### src/logic/coreCtrlPkg.sv
package coreCtrlPkg;

  typedef enum logic [3:0] {
    aluAdd,
    aluSub,
    aluSll,
    aluSlt,
    aluSltu,
    aluXor,
    aluSrl,
    aluSra,
    aluOr,
    aluAnd,
    aluPassB  // LUI, immediate straight through
  } aluOpE;

  typedef enum logic {
    aluAReg = 1'b0,
    aluAPc  = 1'b1
  } aluASelE;

  typedef enum logic {
    aluBReg = 1'b0,
    aluBImm = 1'b1
  } aluBSelE;

  // Writeback source
  typedef enum logic [1:0] {
    wbMem = 2'b00,
    wbAlu = 2'b01,
    wbPc4 = 2'b10
  } wbSelE;

  // Next PC source; pcBranch defers to the compare result
  typedef enum logic [1:0] {
    pcPlus4  = 2'b00,
    pcJump   = 2'b01,
    pcBranch = 2'b10
  } pcSelE;

endpackage

### src/logic/rvIsaPkg.sv
package rvIsaPkg;

  // Instruction field widths
  localparam int opcodeW = 7;
  localparam int regIdxW = 5;
  localparam int funct3W = 3;
  localparam int funct7W = 7;

  // RV32I major opcodes, inst[6:0]
  typedef enum logic [opcodeW-1:0] {
    opLui    = 7'b0110111,
    opAuipc  = 7'b0010111,
    opJal    = 7'b1101111,
    opJalr   = 7'b1100111,
    opBranch = 7'b1100011,
    opLoad   = 7'b0000011,
    opStore  = 7'b0100011,
    opOpImm  = 7'b0010011,
    opOp     = 7'b0110011,
    opSystem = 7'b1110011
  } opcodeE;

  // Branch conditions in funct3
  typedef enum logic [funct3W-1:0] {
    brEq  = 3'b000,
    brNe  = 3'b001,
    brLt  = 3'b100,
    brGe  = 3'b101,
    brLtu = 3'b110,
    brGeu = 3'b111
  } branchF3E;

  // Load and store widths in funct3
  typedef enum logic [funct3W-1:0] {
    memByte  = 3'b000,
    memHalf  = 3'b001,
    memWord  = 3'b010,
    memByteU = 3'b100,
    memHalfU = 3'b101
  } memF3E;

  localparam logic [31:0] ebreakWord = 32'h00100073;

endpackage
### src/logic/coreTop.sv
`timescale 1ns/1ps

module coreTop #(
  parameter int          xlen        = 32,
  parameter logic [31:0] resetVector = 32'h80000000
) (
  input  logic            clk,
  input  logic            rstN,
  input  logic [31:0]     inst,
  input  logic [xlen-1:0] memRdata,
  output logic [xlen-1:0] pc,
  output logic            memWe,
  output logic [xlen-1:0] memAddr,
  output logic [xlen-1:0] memWdata,
  output logic [3:0]      memWmask,
  output logic            halt
);

  logic [rvIsaPkg::regIdxW-1:0] rs1;
  logic [rvIsaPkg::regIdxW-1:0] rs2;
  logic [rvIsaPkg::regIdxW-1:0] rd;
  logic [xlen-1:0]              imm;
  coreCtrlPkg::aluOpE           aluOp;
  coreCtrlPkg::aluASelE         aluASel;
  coreCtrlPkg::aluBSelE         aluBSel;
  coreCtrlPkg::pcSelE           pcSel;
  rvIsaPkg::branchF3E           brCond;
  coreCtrlPkg::wbSelE           wbSel;
  rvIsaPkg::memF3E              memSize;
  logic                         decRegWe;
  logic                         decMemWe;
  logic                         isEbreak;
  logic [xlen-1:0]              rdata1;
  logic [xlen-1:0]              rdata2;
  logic [xlen-1:0]              aluOut;
  logic [xlen-1:0]              nextPc;
  logic [xlen-1:0]              pcPlus4;
  logic [xlen-1:0]              wbData;

  // PC holds from the EBREAK onward
  always_ff @(posedge clk or negedge rstN) begin
    if (!rstN) begin
      pc   <= resetVector;
      halt <= 1'b0;
    end else begin
      if (!halt && !isEbreak) pc <= nextPc;
      if (isEbreak) halt <= 1'b1;
    end
  end

  assign pcPlus4 = pc + xlen'(4);
  assign memWe   = decMemWe & ~halt;
  assign memAddr = aluOut;

  instDecoder #(.xlen(xlen)) decoder_i (
    .inst    (inst),
    .rs1     (rs1),
    .rs2     (rs2),
    .rd      (rd),
    .imm     (imm),
    .aluOp   (aluOp),
    .aluASel (aluASel),
    .aluBSel (aluBSel),
    .pcSel   (pcSel),
    .brCond  (brCond),
    .wbSel   (wbSel),
    .regWe   (decRegWe),
    .memWe   (decMemWe),
    .memSize (memSize),
    .isEbreak(isEbreak)
  );

  regFile regFile_i (
    .clk   (clk),
    .rstN  (rstN),
    .raddr1(rs1),
    .raddr2(rs2),
    .waddr (rd),
    .wdata (wbData),
    .we    (decRegWe & ~halt),
    .rdata1(rdata1),
    .rdata2(rdata2)
  );

  executeUnit #(.xlen(xlen)) execute_i (
    .pc     (pc),
    .rdata1 (rdata1),
    .rdata2 (rdata2),
    .imm    (imm),
    .aluOp  (aluOp),
    .aluASel(aluASel),
    .aluBSel(aluBSel),
    .pcSel  (pcSel),
    .brCond (brCond),
    .aluOut (aluOut),
    .nextPc (nextPc)
  );

  resultUnit #(.xlen(xlen)) result_i (
    .aluOut  (aluOut),
    .rdata2  (rdata2),
    .memRdata(memRdata),
    .pcPlus4 (pcPlus4),
    .memSize (memSize),
    .wbSel   (wbSel),
    .memWdata(memWdata),
    .memWmask(memWmask),
    .wbData  (wbData)
  );

endmodule

### src/logic/resultUnit.sv
`timescale 1ns/1ps

module resultUnit #(
  parameter int xlen = 32
) (
  input  logic [xlen-1:0]    aluOut,
  input  logic [xlen-1:0]    rdata2,
  input  logic [xlen-1:0]    memRdata,
  input  logic [xlen-1:0]    pcPlus4,
  input  rvIsaPkg::memF3E    memSize,
  input  coreCtrlPkg::wbSelE wbSel,
  output logic [xlen-1:0]    memWdata,
  output logic [3:0]         memWmask,
  output logic [xlen-1:0]    wbData
);

  logic [1:0]      offset;
  logic [xlen-1:0] shifted;
  logic [15:0]     halfLane;
  logic [xlen-1:0] loadData;

  assign offset = aluOut[1:0];

  // Stores: data in every lane, mask picks the live ones
  always_comb begin
    case (memSize)
      rvIsaPkg::memByte: begin
        memWdata = {4{rdata2[7:0]}};
        memWmask = 4'b0001 << offset;
      end
      rvIsaPkg::memHalf: begin
        memWdata = {2{rdata2[15:0]}};
        memWmask = offset[1] ? 4'b1100 : 4'b0011;
      end
      default: begin
        memWdata = rdata2;
        memWmask = 4'b1111;
      end
    endcase
  end

  // Loads
  assign shifted  = memRdata >> {offset, 3'b000};
  assign halfLane = offset[1] ? memRdata[31:16] : memRdata[15:0];

  always_comb begin
    case (memSize)
      rvIsaPkg::memByte:  loadData = {{(xlen-8){shifted[7]}}, shifted[7:0]};
      rvIsaPkg::memHalf:  loadData = {{(xlen-16){halfLane[15]}}, halfLane};
      rvIsaPkg::memByteU: loadData = {{(xlen-8){1'b0}}, shifted[7:0]};
      rvIsaPkg::memHalfU: loadData = {{(xlen-16){1'b0}}, halfLane};
      default:            loadData = memRdata;
    endcase
  end

  always_comb begin
    case (wbSel)
      coreCtrlPkg::wbMem: wbData = loadData;
      coreCtrlPkg::wbPc4: wbData = pcPlus4;
      default:            wbData = aluOut;
    endcase
  end

endmodule

### src/logic/executeUnit.sv
`timescale 1ns/1ps

module executeUnit #(
  parameter int xlen = 32
) (
  input  logic [xlen-1:0]      pc,
  input  logic [xlen-1:0]      rdata1,
  input  logic [xlen-1:0]      rdata2,
  input  logic [xlen-1:0]      imm,
  input  coreCtrlPkg::aluOpE   aluOp,
  input  coreCtrlPkg::aluASelE aluASel,
  input  coreCtrlPkg::aluBSelE aluBSel,
  input  coreCtrlPkg::pcSelE   pcSel,
  input  rvIsaPkg::branchF3E   brCond,
  output logic [xlen-1:0]      aluOut,
  output logic [xlen-1:0]      nextPc
);

  logic [xlen-1:0] opA;
  logic [xlen-1:0] opB;
  logic [4:0]      shamt;
  logic [xlen-1:0] pcPlus4;
  logic            takesBranch;

  assign opA   = (aluASel == coreCtrlPkg::aluAPc) ? pc : rdata1;
  assign opB   = (aluBSel == coreCtrlPkg::aluBImm) ? imm : rdata2;
  assign shamt = opB[4:0];

  always_comb begin
    case (aluOp)
      coreCtrlPkg::aluSub:   aluOut = opA - opB;
      coreCtrlPkg::aluSll:   aluOut = opA << shamt;
      coreCtrlPkg::aluSlt:   aluOut = {{(xlen-1){1'b0}}, $signed(opA) < $signed(opB)};
      coreCtrlPkg::aluSltu:  aluOut = {{(xlen-1){1'b0}}, opA < opB};
      coreCtrlPkg::aluXor:   aluOut = opA ^ opB;
      coreCtrlPkg::aluSrl:   aluOut = opA >> shamt;
      coreCtrlPkg::aluSra:   aluOut = $signed(opA) >>> shamt;
      coreCtrlPkg::aluOr:    aluOut = opA | opB;
      coreCtrlPkg::aluAnd:   aluOut = opA & opB;
      coreCtrlPkg::aluPassB: aluOut = opB;
      default:               aluOut = opA + opB;
    endcase
  end

  // Branch compare works on the register values, not the ALU operands
  always_comb begin
    case (brCond)
      rvIsaPkg::brEq:  takesBranch = (rdata1 == rdata2);
      rvIsaPkg::brNe:  takesBranch = (rdata1 != rdata2);
      rvIsaPkg::brLt:  takesBranch = ($signed(rdata1) < $signed(rdata2));
      rvIsaPkg::brGe:  takesBranch = ($signed(rdata1) >= $signed(rdata2));
      rvIsaPkg::brLtu: takesBranch = (rdata1 < rdata2);
      rvIsaPkg::brGeu: takesBranch = (rdata1 >= rdata2);
      default:         takesBranch = 1'b0;
    endcase
  end

  assign pcPlus4 = pc + xlen'(4);

  always_comb begin
    case (pcSel)
      // Bit 0 cleared for JALR; JAL targets are even anyway
      coreCtrlPkg::pcJump:   nextPc = {aluOut[xlen-1:1], 1'b0};
      coreCtrlPkg::pcBranch: nextPc = takesBranch ? aluOut : pcPlus4;
      default:               nextPc = pcPlus4;
    endcase
  end

endmodule

### src/logic/regFile.sv
`timescale 1ns/1ps

module regFile (
  input  logic                         clk,
  input  logic                         rstN,
  input  logic [rvIsaPkg::regIdxW-1:0] raddr1,
  input  logic [rvIsaPkg::regIdxW-1:0] raddr2,
  input  logic [rvIsaPkg::regIdxW-1:0] waddr,
  input  logic [31:0]                  wdata,
  input  logic                         we,
  output logic [31:0]                  rdata1,
  output logic [31:0]                  rdata2
);

  // x0 has no storage
  logic [31:0] regs [1:31];

  always_ff @(posedge clk or negedge rstN) begin
    if (!rstN) begin
      for (int i = 1; i < 32; i++) begin
        regs[i] <= '0;
      end
    end else if (we && waddr != '0) begin
      regs[waddr] <= wdata;
    end
  end

  assign rdata1 = (raddr1 == '0) ? '0 : regs[raddr1];
  assign rdata2 = (raddr2 == '0) ? '0 : regs[raddr2];

endmodule

### src/logic/instDecoder.sv
`timescale 1ns/1ps

module instDecoder #(
  parameter int xlen = 32
) (
  input  logic [31:0]                   inst,
  output logic [rvIsaPkg::regIdxW-1:0]  rs1,
  output logic [rvIsaPkg::regIdxW-1:0]  rs2,
  output logic [rvIsaPkg::regIdxW-1:0]  rd,
  output logic [xlen-1:0]               imm,
  output coreCtrlPkg::aluOpE            aluOp,
  output coreCtrlPkg::aluASelE          aluASel,
  output coreCtrlPkg::aluBSelE          aluBSel,
  output coreCtrlPkg::pcSelE            pcSel,
  output rvIsaPkg::branchF3E            brCond,
  output coreCtrlPkg::wbSelE            wbSel,
  output logic                          regWe,
  output logic                          memWe,
  output rvIsaPkg::memF3E               memSize,
  output logic                          isEbreak
);

  rvIsaPkg::opcodeE             opcode;
  logic [rvIsaPkg::funct3W-1:0] funct3;
  logic [rvIsaPkg::funct7W-1:0] funct7;
  logic [xlen-1:0]              immI;
  logic [xlen-1:0]              immS;
  logic [xlen-1:0]              immB;
  logic [xlen-1:0]              immU;
  logic [xlen-1:0]              immJ;
  coreCtrlPkg::aluOpE           aluFunc;

  assign opcode = rvIsaPkg::opcodeE'(inst[6:0]);
  assign funct3 = inst[14:12];
  assign funct7 = inst[31:25];

  assign rs1 = inst[19:15];
  assign rs2 = inst[24:20];
  assign rd  = inst[11:7];

  assign brCond  = rvIsaPkg::branchF3E'(funct3);
  assign memSize = rvIsaPkg::memF3E'(funct3);

  // Immediate formats, all sign-extended from inst[31]
  assign immI = {{(xlen-12){inst[31]}}, inst[31:20]};
  assign immS = {{(xlen-12){inst[31]}}, inst[31:25], inst[11:7]};
  assign immB = {{(xlen-13){inst[31]}}, inst[31], inst[7], inst[30:25], inst[11:8], 1'b0};
  assign immU = {inst[31:12], 12'b0};
  assign immJ = {{(xlen-21){inst[31]}}, inst[31], inst[19:12], inst[20], inst[30:21], 1'b0};

  // funct3/funct7 to ALU op; SUB exists only in register form
  always_comb begin
    case (funct3)
      3'b000: begin
        if (opcode == rvIsaPkg::opOp && funct7[5]) aluFunc = coreCtrlPkg::aluSub;
        else aluFunc = coreCtrlPkg::aluAdd;
      end
      3'b001: aluFunc = coreCtrlPkg::aluSll;
      3'b010: aluFunc = coreCtrlPkg::aluSlt;
      3'b011: aluFunc = coreCtrlPkg::aluSltu;
      3'b100: aluFunc = coreCtrlPkg::aluXor;
      3'b101: aluFunc = funct7[5] ? coreCtrlPkg::aluSra : coreCtrlPkg::aluSrl;
      3'b110: aluFunc = coreCtrlPkg::aluOr;
      default: aluFunc = coreCtrlPkg::aluAnd;
    endcase
  end

  always_comb begin
    // Defaults describe a no-op
    imm      = immI;
    aluOp    = coreCtrlPkg::aluAdd;
    aluASel  = coreCtrlPkg::aluAReg;
    aluBSel  = coreCtrlPkg::aluBImm;
    pcSel    = coreCtrlPkg::pcPlus4;
    wbSel    = coreCtrlPkg::wbAlu;
    regWe    = 1'b0;
    memWe    = 1'b0;
    isEbreak = 1'b0;
    case (opcode)
      rvIsaPkg::opLui: begin
        imm   = immU;
        aluOp = coreCtrlPkg::aluPassB;
        regWe = 1'b1;
      end
      rvIsaPkg::opAuipc: begin
        imm     = immU;
        aluASel = coreCtrlPkg::aluAPc;
        regWe   = 1'b1;
      end
      rvIsaPkg::opJal: begin
        imm     = immJ;
        aluASel = coreCtrlPkg::aluAPc;
        pcSel   = coreCtrlPkg::pcJump;
        wbSel   = coreCtrlPkg::wbPc4;
        regWe   = 1'b1;
      end
      rvIsaPkg::opJalr: begin
        pcSel = coreCtrlPkg::pcJump;
        wbSel = coreCtrlPkg::wbPc4;
        regWe = 1'b1;
      end
      rvIsaPkg::opBranch: begin
        // ALU forms the target, compare happens beside it
        imm     = immB;
        aluASel = coreCtrlPkg::aluAPc;
        pcSel   = coreCtrlPkg::pcBranch;
      end
      rvIsaPkg::opLoad: begin
        wbSel = coreCtrlPkg::wbMem;
        regWe = 1'b1;
      end
      rvIsaPkg::opStore: begin
        imm   = immS;
        memWe = 1'b1;
      end
      rvIsaPkg::opOpImm: begin
        aluOp = aluFunc;
        regWe = 1'b1;
      end
      rvIsaPkg::opOp: begin
        aluOp   = aluFunc;
        aluBSel = coreCtrlPkg::aluBReg;
        regWe   = 1'b1;
      end
      rvIsaPkg::opSystem: isEbreak = (inst == rvIsaPkg::ebreakWord);
      default: ;
    endcase
  end

endmodule

### config.mk
export PLATFORM = sky130hd
export DESIGN_NAME = coreTop
export DESIGN_NICKNAME = d
export VERILOG_FILES = /design/src/logic/coreCtrlPkg.sv /design/src/logic/rvIsaPkg.sv /design/src/logic/coreTop.sv /design/src/logic/resultUnit.sv /design/src/logic/executeUnit.sv /design/src/logic/regFile.sv /design/src/logic/instDecoder.sv
export SDC_FILE = /design/constraint.sdc
export NUM_CORES = 2
export LEC_CHECK = 0
export BUFFER_PORTS_ARGS = -buffer_cell sky130_fd_sc_hd__buf_4
export CAP_MARGIN = 20
export CORE_MARGIN = 10
export CORE_UTILIZATION = 35
export CTS_CLUSTER_SIZE = 20
export DETAILED_ROUTE_END_ITERATION = 6
export PLACE_DENSITY = 0.51
export REMOVE_ABC_BUFFERS = 1
export SETUP_SLACK_MARGIN = 0.4
export SLEW_MARGIN = 20
export SYNTH_ARGS = -nofsm -noshare
export SYNTH_HDL_FRONTEND = slang
export SYNTH_SLANG_ARGS = --single-unit
### constraint.sdc
create_clock -name clk -period 24.2 [get_ports clk]
set_clock_uncertainty 0.15 [all_clocks]
set_input_delay 3.63 -clock clk [delete_from_list [all_inputs] [get_ports clk]]
set_output_delay 3.63 -clock clk [all_outputs]
set_load 0.02 [all_outputs]
==> results_dict.tcl <==
set metrics [dict create \
    status "complete, but fails checks" \
    violations "DRC" \
    io_pins 168 \
    final.setup.tns_ns 0 \
    cp.arrival_ns 13.01 \
    postCtsSetupBuffers 0 \
    setup_viol 0 \
    vias 60900 \
    ys_async_sr_fraction_pct 100 \
    yosysMostFrequentCell "dfrtp_1" \
    seq_area_frac_synth_pct 38.0 \
    path_max_fanout 88 \
    grt_max_degree 176 \
    syn_area_per_cell_um2 9.73 \
    num-nets-final 7076 \
    rows 161 \
    die_x_um 459 \
    cts_made_buffers 112 \
    rsz0062_at_grt "false" \
    synth_seq_cells 1025 \
    max_slew_margin_pct 13.5 \
    place_congestion 1.08 \
    clock-sinks 1025 \
    worstPathRequired_ns 20.42 \
    hp-class "register to register" \
    cp-start-kind "primary input" \
    initial_core_util_pct 35.1 \
    antenna_found_initial 11 \
    worst-setup-path-type "primary input to primary output" \
    leakagePower_nw 33.7 \
    cpLargestDelayFamily "simple AND/OR/NAND/NOR gates" \
    syn_area_um2 67500 \
    drc 7 \
    ir_drop_mv 0.0590 \
    ctsResizeCount 0 \
    yosys.cell_types.count 104 \
    fillCellCount 19000 \
    cp-end-kind "primary output" \
    worst_pin_slew_ns 1.30 \
    max_freq_mhz 59.6 \
    post_drt_wl_per_cell_um 36.4 \
    grt_pass1_vias 58600 \
    clk_pin_slew_worst_paths_ns 0.06 \
    finalPower_mw 5.34 \
    die_h_um 459 \
    place.port_buffers 167 \
    maxSlewViolCount 0 \
    cts-root-buf "clkbuf_16" \
    holdBufCountCts 0 \
    drt-pass1-iter-count 7 \
    clock_path_buffers 3 \
    fin_crit_ns 16.79 \
    power_density_nw_per_um2 70.4 \
    synth_top_area_share_pct 38.0 \
    drt_iter0_markers 7379 \
    wl_mm 346 \
    finalHoldViolCount 0 \
    dieArea_um2 211000 \
    hpwl_mm 245 \
    ant_nets 0 \
    overflow 0 \
    synth_cells 6937 \
    syn_to_final_growth_pct 12.5 \
    crit_chain "buf_8, buf_12, or3b_2, buf_4, o22ai_1, nor4_1, o2bb2ai_1, o21a_1, inv_1, ha_1, nor2b_1, o21bai_1, a21oi_1, o41ai_1, a21oi_1, and3b_1, nor4_1, o41ai_1, a221oi_1, or4_1, a21oi_1, nor2_1, buf_4" \
    critPathMaxStageDelay_ns 1.04 \
    synth_warnings 0 \
    crit_top_cell "a21oi_1" \
    path_buf_inv 5 \
    synth_edf_count 0 \
    drive_gt1_share_pct 20.5 \
    vias_per_cell 6.41 \
    crit_slowest_cell "nor4_1" \
    clk_latency_ns 0.78 \
    grt_pass1_wl_mm 479 \
    core-area_um2 192000 \
    cts_tree "yes" \
    grtUsageTotal_pct 31.6 \
    yosys.area.top_type "dfrtp_1" \
    synth_common_cells "1024 x dfrtp_1, 1009 x nor2_1, 999 x a21oi_1, 576 x mux2i_1, 374 x clkbuf_1" \
    finalCritPeriodShare_pct 69.4 \
    maxCapViolations 0 \
    htreeDepth 3 \
    synth_flop_cell "dfrtp_1" \
    synthTopCellsByArea "dfrtp_1 38%, mux4_2 9.2%, mux2i_1 8.5%, a21oi_1 7.4%, nor2_1 5.6%" \
]
==> registers in the layout (all words and copies together), names as in the netlist <==
name / cells
regFile_i.regs: 992
halt: 1
pc: 32
==> logic make-up (layout without fill, tap and decap cells) <==
logic type / after synthesis / after routing / synth area share, %
AOI/OAI and AO/OA: 2079 / 2079 / 19.2
DFF: 1025 / 1025 / 38.0
other: 0 / 6 / 0
xor gates and xnor gates: 52 / 52 / 0.675
buffers and inverters: 789 / 816 / 5.11
and+or+nand+nor: 1652 / 1652 / 10.6
adders and majority gates: 134 / 134 / 2.51
muxes: 1206 / 1206 / 23.9
==> layout by cell type (no fill, tap or decap), drive strengths merged, types with 71 or more instances in the layout <==
cell type     n
clkbuf      156
nand2       253
o22ai        71
a211oi      132
a22oi       171
o21ai       219
a21oi      1000
dfrtp      1024
nor2       1011
mux4        280
inv         154
mux2        350
ha          132
buf         463
mux2i       576
==> worst register-to-register path: stages (launching register included) <==
cell and delay (ns):
dfrtp_1 0.40, mux2i_1 0.25, o22ai_1 0.13, nor4_1 1.04
o2bb2ai_1 0.43, o21a_1 0.32, inv_1 0.14, ha_1 0.34
nor2b_1 0.06, o21bai_1 0.21, a21oi_1 0.17, o41ai_1 0.54
a21oi_1 0.17, and3b_1 0.36, nor4_1 0.72, o41ai_1 0.32
a221oi_1 0.81, or4_1 0.22, a21oi_1 0.06, nor2_1 0.72
a211oi_4 0.15, buf_4 0.30, a21oi_1 0.22
==> through the flow <==
stage | instances | worst slack [ns] | area [um2] | hold WS, ns | utilization, %
global route | 9490 | 7.69 | 75900 | 0.397 | 39.5
floorplan | 6298 | 8.37 | 64600 | 0.342 | -
global placement | 9285 | 8.05 | 71900 | 0.354 | 37.4
CTS | 9489 | 7.87 | 75900 | 0.377 | 39.5
finish | 9496 | 7.41 | 75900 | 0.378 | 39.5
detailed placement | 9287 | 7.89 | 72000 | 0.360 | 37.5
==> power breakdown <==
part	switching, mW	internal [mW]
combinational	1.01	0.496
clock	0.770	1.07
sequential	0.145	1.86
total	1.92	3.42
==> path summary, 6_finish.rpt <==
path / start / slack (ns) / to / cells past startpoint
setup / recovery: inst[16] / 7.41 / memAddr[31] / 23
hold / removal: regFile_i.regs[682] / 0.38 / regFile_i.regs[682] / 1
setup reg to reg: regFile_i.regs[769] / 15.83 / regFile_i.regs[287] / 22
hold reg to reg: regFile_i.regs[682] / 0.38 / regFile_i.regs[682] / 1
max in group asynchronous: rstN / 18.01 / regFile_i.regs[419] / 4
min in group asynchronous: rstN / 2.70 / regFile_i.regs[415] / 1
==> metal layers <==
| metal | global-route usage [%] | wire, um |
|---|---|---|
| met1 | 40.2 | 136000 |
| met3 | 5.51 | 27400 |
| met5 | 0 | 38 |
| met4 | 23.0 | 30500 |
| met2 | 48.3 | 152000 |
==> layout make-up <==
class	instances	area, um2	area share [%]
tap	2526	3160	4.16
clock buffer	155	3240	4.26
sequential	1025	25700	33.8
multi-input combinational	5123	39000	51.4
inverter	150	566	0.745
clock inverter	47	643	0.847
antenna	6	15.0	0.0198
timing repair buffer	464	3610	4.76
Power figures use the tool's default switching activity.
